[src/common/rename_cfg_pkg.sv]
// register file sizes, decode lane count
// and the register index types of the rename stage

`default_nettype none

package rename_cfg_pkg;

  // ============================================================
  // sizes
  // ============================================================
  localparam int LANES     = 2;
  localparam int ARCH_REGS = 32;
  localparam int PHYS_REGS = 64;

  // registers above the identity-mapped set start out free
  localparam int FL_DEPTH  = PHYS_REGS - ARCH_REGS;

  // ============================================================
  // register index types
  // ============================================================
  typedef logic [$clog2(ARCH_REGS)-1:0] arch_reg_t;
  typedef logic [$clog2(PHYS_REGS)-1:0] preg_t;

  // one extra bit so a full list (FL_DEPTH) fits
  typedef logic [$clog2(FL_DEPTH+1)-1:0] fl_cnt_t;

endpackage

`default_nettype wire

[src/common/isa_pkg.sv]
// instruction class codes, exception codes
// and the privilege level at which privileged ops fault

`default_nettype none

package isa_pkg;

  typedef logic [2:0] itype_t;
  typedef logic [5:0] ecode_t;

  // instruction classes
  localparam itype_t ITYPE_ALU     = 3'd0;
  localparam itype_t ITYPE_MDU     = 3'd1;
  localparam itype_t ITYPE_MEM     = 3'd2;
  localparam itype_t ITYPE_BR      = 3'd3;
  localparam itype_t ITYPE_PRIV    = 3'd4;
  localparam itype_t ITYPE_SYSCALL = 3'd5;
  localparam itype_t ITYPE_BREAK   = 3'd6;

  // exception codes
  localparam ecode_t ECODE_INT = 6'h00;
  localparam ecode_t ECODE_SYS = 6'h0B;
  localparam ecode_t ECODE_BRK = 6'h0C;
  localparam ecode_t ECODE_INE = 6'h0D;
  localparam ecode_t ECODE_IPE = 6'h0E;

  // user mode
  localparam logic [1:0] PLV_USER = 2'd3;

endpackage

`default_nettype wire

[src/rename/free_list.sv]
// circular free list of physical registers
// two-wide allocate from the head, two-wide release at the tail

`timescale 1ns/1ps
`default_nettype none

module free_list (
  input  logic                                                clk,
  input  logic                                                rst_n,
  input  logic [rename_cfg_pkg::LANES-1:0]                    need_i,
  output logic                                                grant_o,
  output rename_cfg_pkg::preg_t [rename_cfg_pkg::LANES-1:0]   alloc_preg_o,
  input  logic [rename_cfg_pkg::LANES-1:0]                    free_valid_i,
  input  rename_cfg_pkg::preg_t [rename_cfg_pkg::LANES-1:0]   free_preg_i
);

  import rename_cfg_pkg::*;

  localparam int PTR_W = $clog2(FL_DEPTH);

  preg_t                       entries_q [FL_DEPTH];
  logic [PTR_W-1:0]            head_q;
  logic [PTR_W-1:0]            tail_q;
  fl_cnt_t                     count_q;

  fl_cnt_t                     need_cnt;
  fl_cnt_t                     push_cnt;
  fl_cnt_t                     pop_cnt;
  logic [LANES-1:0][PTR_W-1:0] rd_ptr;
  logic [LANES-1:0][PTR_W-1:0] wr_ptr;

  // ============================================================
  // grant and per-lane slot selection
  // ============================================================
  always_comb begin
    need_cnt = '0;
    push_cnt = '0;
    for (int l = 0; l < LANES; l++) begin
      need_cnt = need_cnt + fl_cnt_t'(need_i[l]);
      push_cnt = push_cnt + fl_cnt_t'(free_valid_i[l]);
    end

    grant_o = (count_q >= need_cnt);
    pop_cnt = grant_o ? need_cnt : '0;

    // a lane skips the slots taken by lower lanes
    rd_ptr[0] = head_q;
    wr_ptr[0] = tail_q;
    for (int l = 1; l < LANES; l++) begin
      rd_ptr[l] = rd_ptr[l-1] + PTR_W'(need_i[l-1]);
      wr_ptr[l] = wr_ptr[l-1] + PTR_W'(free_valid_i[l-1]);
    end

    for (int l = 0; l < LANES; l++) begin
      alloc_preg_o[l] = need_i[l] ? entries_q[rd_ptr[l]] : '0;
    end
  end

  // ============================================================
  // state update
  // ============================================================
  always_ff @(posedge clk or negedge rst_n) begin
    if (!rst_n) begin
      // full list, holding ARCH_REGS .. PHYS_REGS-1 in order
      for (int i = 0; i < FL_DEPTH; i++) begin
        entries_q[i] <= preg_t'(ARCH_REGS + i);
      end
      head_q  <= '0;
      tail_q  <= '0;
      count_q <= fl_cnt_t'(FL_DEPTH);
    end else begin
      head_q  <= head_q + PTR_W'(pop_cnt);
      tail_q  <= tail_q + PTR_W'(push_cnt);
      count_q <= count_q - pop_cnt + push_cnt;
      for (int l = 0; l < LANES; l++) begin
        if (free_valid_i[l]) begin
          entries_q[wr_ptr[l]] <= free_preg_i[l];
        end
      end
    end
  end

endmodule

`default_nettype wire

[src/rename/reg_alias_table.sv]
// architectural to physical register map
// two-lane lookup with in-group bypass, and update

`timescale 1ns/1ps
`default_nettype none

module reg_alias_table (
  input  logic                                                    clk,
  input  logic                                                    rst_n,
  input  rename_cfg_pkg::arch_reg_t [rename_cfg_pkg::LANES-1:0]   src0_i,
  input  rename_cfg_pkg::arch_reg_t [rename_cfg_pkg::LANES-1:0]   src1_i,
  input  rename_cfg_pkg::arch_reg_t [rename_cfg_pkg::LANES-1:0]   dest_i,
  input  logic [rename_cfg_pkg::LANES-1:0]                        we_i,
  input  rename_cfg_pkg::preg_t [rename_cfg_pkg::LANES-1:0]       new_preg_i,
  output rename_cfg_pkg::preg_t [rename_cfg_pkg::LANES-1:0]       psrc0_o,
  output rename_cfg_pkg::preg_t [rename_cfg_pkg::LANES-1:0]       psrc1_o,
  output rename_cfg_pkg::preg_t [rename_cfg_pkg::LANES-1:0]       old_pdest_o
);

  import rename_cfg_pkg::*;

  preg_t map_q [ARCH_REGS];

  // table read, then override with renames from older lanes
  always_comb begin
    for (int l = 0; l < LANES; l++) begin
      psrc0_o[l]     = map_q[src0_i[l]];
      psrc1_o[l]     = map_q[src1_i[l]];
      old_pdest_o[l] = map_q[dest_i[l]];
      // youngest older writer wins, so scan upward
      for (int j = 0; j < l; j++) begin
        if (we_i[j] && dest_i[j] != '0) begin
          if (src0_i[l] == dest_i[j]) begin
            psrc0_o[l] = new_preg_i[j];
          end
          if (src1_i[l] == dest_i[j]) begin
            psrc1_o[l] = new_preg_i[j];
          end
          if (dest_i[l] == dest_i[j]) begin
            old_pdest_o[l] = new_preg_i[j];
          end
        end
      end
    end
  end

  // identity map out of reset
  // r0 is never written and stays on p0
  always_ff @(posedge clk or negedge rst_n) begin
    if (!rst_n) begin
      for (int i = 0; i < ARCH_REGS; i++) begin
        map_q[i] <= preg_t'(i);
      end
    end else begin
      // later lanes overwrite earlier ones on the same entry
      for (int l = 0; l < LANES; l++) begin
        if (we_i[l] && dest_i[l] != '0) begin
          map_q[dest_i[l]] <= new_preg_i[l];
        end
      end
    end
  end

endmodule

`default_nettype wire

[src/design/excp_check.sv]
// per-lane exception check
// priority INT > INE > IPE > SYS > BRK

`timescale 1ns/1ps
`default_nettype none

module excp_check (
  input  logic [rename_cfg_pkg::LANES-1:0]                  in_valid_i,
  input  isa_pkg::itype_t [rename_cfg_pkg::LANES-1:0]       in_itype_i,
  input  logic [rename_cfg_pkg::LANES-1:0]                  in_invalid_i,
  input  logic                                              csr_has_int_i,
  input  logic [1:0]                                        csr_plv_i,
  output logic [rename_cfg_pkg::LANES-1:0]                  excp_o,
  output isa_pkg::ecode_t [rename_cfg_pkg::LANES-1:0]       ecode_o
);

  import rename_cfg_pkg::*;
  import isa_pkg::*;

  always_comb begin
    for (int l = 0; l < LANES; l++) begin
      excp_o[l]  = 1'b0;
      ecode_o[l] = '0;
      if (in_valid_i[l]) begin
        excp_o[l] = 1'b1;
        if (csr_has_int_i) begin
          ecode_o[l] = ECODE_INT;
        end else if (in_invalid_i[l]) begin
          ecode_o[l] = ECODE_INE;
        end else if (in_itype_i[l] == ITYPE_PRIV && csr_plv_i == PLV_USER) begin
          ecode_o[l] = ECODE_IPE;
        end else if (in_itype_i[l] == ITYPE_SYSCALL) begin
          ecode_o[l] = ECODE_SYS;
        end else if (in_itype_i[l] == ITYPE_BREAK) begin
          ecode_o[l] = ECODE_BRK;
        end else begin
          // clean instruction
          excp_o[l] = 1'b0;
        end
      end
    end
  end

endmodule

`default_nettype wire

[src/design/rename_stage.sv]
// two-lane rename stage top level
// input acceptance, free list / RAT / exception wiring, output registers

`timescale 1ns/1ps
`default_nettype none

module rename_stage (
  input  logic                                                  clk,
  input  logic                                                  rst_n,

  // decode side
  input  logic [rename_cfg_pkg::LANES-1:0]                      in_valid_i,
  output logic                                                  in_ready_o,
  input  isa_pkg::itype_t [rename_cfg_pkg::LANES-1:0]           in_itype_i,
  input  logic [rename_cfg_pkg::LANES-1:0]                      in_invalid_i,
  input  rename_cfg_pkg::arch_reg_t [rename_cfg_pkg::LANES-1:0] in_src0_i,
  input  rename_cfg_pkg::arch_reg_t [rename_cfg_pkg::LANES-1:0] in_src1_i,
  input  rename_cfg_pkg::arch_reg_t [rename_cfg_pkg::LANES-1:0] in_dest_i,

  // csr state
  input  logic                                                  csr_has_int_i,
  input  logic [1:0]                                            csr_plv_i,

  // commit side register release
  input  logic [rename_cfg_pkg::LANES-1:0]                      free_valid_i,
  input  rename_cfg_pkg::preg_t [rename_cfg_pkg::LANES-1:0]     free_preg_i,

  // renamed group
  output logic [rename_cfg_pkg::LANES-1:0]                      out_valid_o,
  output rename_cfg_pkg::preg_t [rename_cfg_pkg::LANES-1:0]     out_psrc0_o,
  output rename_cfg_pkg::preg_t [rename_cfg_pkg::LANES-1:0]     out_psrc1_o,
  output rename_cfg_pkg::preg_t [rename_cfg_pkg::LANES-1:0]     out_pdest_o,
  output rename_cfg_pkg::preg_t [rename_cfg_pkg::LANES-1:0]     out_old_pdest_o,
  output logic [rename_cfg_pkg::LANES-1:0]                      out_excp_o,
  output isa_pkg::ecode_t [rename_cfg_pkg::LANES-1:0]           out_ecode_o
);

  import rename_cfg_pkg::*;
  import isa_pkg::*;

  logic [LANES-1:0]          excp;
  ecode_t [LANES-1:0]        ecode;
  logic [LANES-1:0]          need;
  logic                      grant;
  logic                      accept;
  logic [LANES-1:0]          rat_we;
  preg_t [LANES-1:0]         alloc_preg;
  preg_t [LANES-1:0]         rat_psrc0;
  preg_t [LANES-1:0]         rat_psrc1;
  preg_t [LANES-1:0]         rat_old_pdest;

  // ============================================================
  // acceptance and need mask
  // ============================================================
  excp_check u_excp_check (
    .in_valid_i    (in_valid_i),
    .in_itype_i    (in_itype_i),
    .in_invalid_i  (in_invalid_i),
    .csr_has_int_i (csr_has_int_i),
    .csr_plv_i     (csr_plv_i),
    .excp_o        (excp),
    .ecode_o       (ecode)
  );

  // only clean lanes with a real destination take a register
  always_comb begin
    for (int l = 0; l < LANES; l++) begin
      need[l] = in_valid_i[l] & ~excp[l] & (in_dest_i[l] != '0);
    end
  end

  assign in_ready_o = grant;
  assign accept     = (|in_valid_i) & grant;
  assign rat_we     = need & {LANES{accept}};

  // ============================================================
  // free list and RAT
  // ============================================================
  free_list u_free_list (
    .clk          (clk),
    .rst_n        (rst_n),
    .need_i       (need),
    .grant_o      (grant),
    .alloc_preg_o (alloc_preg),
    .free_valid_i (free_valid_i),
    .free_preg_i  (free_preg_i)
  );

  reg_alias_table u_rat (
    .clk         (clk),
    .rst_n       (rst_n),
    .src0_i      (in_src0_i),
    .src1_i      (in_src1_i),
    .dest_i      (in_dest_i),
    .we_i        (rat_we),
    .new_preg_i  (alloc_preg),
    .psrc0_o     (rat_psrc0),
    .psrc1_o     (rat_psrc1),
    .old_pdest_o (rat_old_pdest)
  );

  // ============================================================
  // output registers
  // ============================================================
  // one-cycle strobe per accepted group
  always_ff @(posedge clk or negedge rst_n) begin
    if (!rst_n) begin
      out_valid_o <= '0;
    end else begin
      out_valid_o <= accept ? in_valid_i : '0;
    end
  end

  always_ff @(posedge clk) begin
    if (accept) begin
      out_psrc0_o <= rat_psrc0;
      out_psrc1_o <= rat_psrc1;
      out_excp_o  <= excp;
      out_ecode_o <= ecode;
      for (int l = 0; l < LANES; l++) begin
        // free list already zeroes pdest for lanes that need nothing
        out_pdest_o[l]     <= alloc_preg[l];
        out_old_pdest_o[l] <= need[l] ? rat_old_pdest[l] : '0;
      end
    end
  end

endmodule

`default_nettype wire

[config.mk]
export PLATFORM = sky130hd
export DESIGN_NAME = rename_stage
export DESIGN_NICKNAME = d
export VERILOG_FILES = /design/src/common/rename_cfg_pkg.sv /design/src/common/isa_pkg.sv /design/src/rename/free_list.sv /design/src/rename/reg_alias_table.sv /design/src/design/excp_check.sv /design/src/design/rename_stage.sv
export SDC_FILE = /design/constraint.sdc
export NUM_CORES = 2
export LEC_CHECK = 0
export CAP_MARGIN = 20
export CORE_AREA = 4 4 371 227
export DETAILED_ROUTE_END_ITERATION = 12
export DIE_AREA = 0 0 375 231
export DONT_BUFFER_PORTS = 1
export PLACE_DENSITY = 0.57
export SETUP_SLACK_MARGIN = 0.02
export SLEW_MARGIN = 20
export SYNTH_ARGS = -nofsm -noshare
export SYNTH_HDL_FRONTEND = slang
export SYNTH_SLANG_ARGS = --single-unit
[constraint.sdc]
create_clock -name clk -period 4.75 [get_ports clk]
set_input_delay 0.2375 -clock clk [delete_from_list [all_inputs] [get_ports clk]]
set_output_delay 0.2375 -clock clk [all_outputs]
set_load 0.005 [all_outputs]
==> metrics.cfg <==
[outcome]
status=complete, but fails checks
violations=hold timing, slew limit

[worst_setup_path]
crit_path_max_incr_delay_ns=0.88
cp-start-kind=register
ff2ff_setup_slack_ns=0.59
rr_endpoint=u_free_list.entries_q[113]
required_ns=5.36
crit_family=simple AND/OR/NAND/NOR gates
worstRegToRegCells=10
crit_path_max_fanout=12
end_kind=register
slowest_stage=nor3_1
worst_ep_arrival_time_ns=4.78
r2r-start=u_free_list.tail_q[0]
cp_cell_sequence=ha_1 -> ha_1 -> nand2b_1 -> o21ai_0 -> a22oi_1 -> nor3_1 -> nand2_1 -> dlygate4sd3_1 -> o21ai_0 -> dlygate4sd3_1
cp_num_buf_inv=2
worstSetupPathType=register to register

[yosys]
synth_top_family_by_area=multiplexers
synth-seq-cells=460
synth_cells=3145
synth_area_sq_um=36100
yosysSeqAreaShare_pct=33.4
synth_area_leaders=mux4_2 27%, dfrtp_1 14%, dfstp_2 14%
muxShareOfSynthArea_pct=37.9
async_flop_share_pct=87.4
synth_top_area_share_pct=26.6
synth_top_area_cell=mux4_2
synth_fa_ha_area_share_pct=0.985
synth-main-ff-cell=dfrtp_1
synthSimpleGateAreaFrac_pct=11.1
yosys_warnings=0
syn_area_per_cell_sq_um=11.5
synth_compound_area_share_pct=11.6
synth_edf_count=58
synth.distinct_cells=80
synth_xor_area_share_pct=0.656

[sta]
relSlewSlack_pct=-13.5
tightest_slew_ns=1.70
slew_violations=106
tns_ns=0
finalCriticalPeriod_ns=4.16
skew_ns=0.0352
setup_viol=0
fmax_ghz=0.240
rsz0062_at_grt=no
hold_viol_final=345
holdWs_ns=-0.706
setup_slack_ns=0.587
fin_crit_sh_pct=87.6

[worst_hold_path]
hp-class=input port to asynchronous set/reset pin

[final_layout]
area_growth_pct=10.9
finalInstanceArea_sq_um=40000
nets=3171
final_cell_mix=426 x mux4_2, 325 x mux2i_1, 253 x nand2_1
final_common_cell=mux4_2
drive_gt1_share_pct=32.6

[clock_tree]
htreeDepth=2
clock-sinks=460
insertion_delay_ns=0.67
cts_buffer_depth=3
cts_tree=yes
postCtsHoldBufs=79
cts_resized=0
cts_root_buffer=clkbuf_16
clkTransAtPathRegs_ns=0.07
numCtsBuffers=52
postCtsSetupRepairBufs=0

[placed_design]
placed_area_sq_um=37400
place_congestion=1.02
dpl_worst_slack_ns=0.376
dp_hpwl_um=119000
port_buffers=0

[routing]
drt-total-wl_um=170000
ant_nets=0
drc_errors=0
via_per_inst=7.66
avgRoutedWirePerCell_um=40.3
drt_iter0_drc=5152
via_count=32300
first_pass_iters=9

[floorplanning]
fp.dieArea_sq_um=86600
io_pins=124
dieHeight_um=231
core_sq_um=80800
die_w_um=375
core.rowCount=81
initial_core_util_pct=44.7

[grt]
grtUsageTotal_pct=38.6
grt_pass1_vias=30800
antenna_found_initial=11
grt_pass1_wl_um=238000
overflow=0
grt_max_degree=403

[pwr]
finalPower_uw=20500
leakagePower_uw=0.0152
power.density_nw_per_um2=512
peakVddDrop_mv=0.395

[flow_run]
max-cap-violations=0

[state kept, by name, summed over array words and instances (netlist names)]
| name | flops |
|---|---|
| u_free_list.entries_q | 192 |
| u_free_list.head_q | 5 |
| out_ecode_o | 8 |
| out_pdest_o | 12 |
| out_psrc1_o | 12 |
| out_valid_o | 2 |
| u_free_list.count_q | 6 |
| out_psrc0_o | 12 |
| out_old_pdest_o | 12 |
| u_free_list.tail_q | 5 |
| u_rat.map_q | 192 |
| out_excp_o | 2 |
[area by class of cell]
cell class                      count  area (sq um)
Antenna cell                        6          15.0
Clock buffer                       66          1400
Clock inverter                     32           282
Fill cell                        6996         40800
Inverter                           47           178
Multi-Input combinational cell   2314         22700
Sequential cell                   460         12000
Tap cell                         1079          1350
Timing Repair Buffer              211          2050
[synthesized netlist by cell type, types with 7 or more instances]
master	instances
mux4_2	426
mux2i_1	325
nand2_1	255
dfrtp_1	209
clkbuf_1	203
dfstp_2	193
nor2_1	183
a21oi_1	173
a22oi_1	151
o21ai_0	131
nand3_1	82
nor4_1	75
mux2_2	73
buf_2	71
edfxtp_1	58
a31oi_1	52
nor3_1	44
inv_1	42
buf_1	38
a221oi_1	30
a32oi_1	28
ha_1	22
a22o_1	21
nand4_1	20
nand2b_1	15
nor2b_1	15
nor4_2	15
xnor2_1	15
xor2_1	12
buf_4	11
a2bb2oi_1	10
and2_1	9
nor3_4	9
nor2_2	8
o22ai_1	8
and3_1	7
[logic make-up (layout without fill, tap and decap cells)]
logic type      count (synthesis)  in the layout
compound gates                645            645
xor+xnor                       27             27
other cells                     1             10
mux                           824            824
fa+ha+maj                      26             26
simple gates                  788            788
flops                         460            460
buf+inv                       374            356
[metrics by stage]
step,util [%],cells,hold WS [ns]
floorplan,-,3148,-0.0581
global placement,46.2,4032,-0.0240
detailed placement,46.3,4032,-0.0306
CTS,49.5,4209,-0.739
global route,49.5,4209,-0.723
finish,49.5,4215,-0.706
[power breakdown]
part           total (uW)  internal [uW]  switching, uW
combinational        8820           3870           4950
clock                4220           2230           1990
sequential           7460           5740           1720
[worst max-delay path by stage]
stage	end	cells after the start	startpoint	slack [ns]
after detailed placement	u_rat.map_q[183]	15	csr_plv_i[0]	0.38
after CTS	u_free_list.entries_q[99]	10	u_free_list.tail_q[0]	0.69
after floorplan	u_rat.map_q[141]	16	in_dest_i[9]	0.05
after global placement	u_free_list.count_q[5]	19	csr_plv_i[0]	0.39
final	u_free_list.entries_q[113]	10	u_free_list.tail_q[0]	0.59
after global routing	u_free_list.entries_q[113]	10	u_free_list.tail_q[0]	0.30
[metal layers]
layer  wire (um)  GRT usage [%]  vias up
met3       33100           23.4      348
li1            -              -    12300
met2       62600           47.5     2907
met5         162          0.610        -
met4        4150           8.20       14
met1       69700           56.5    16700
(Power assumes the default switching activity.)
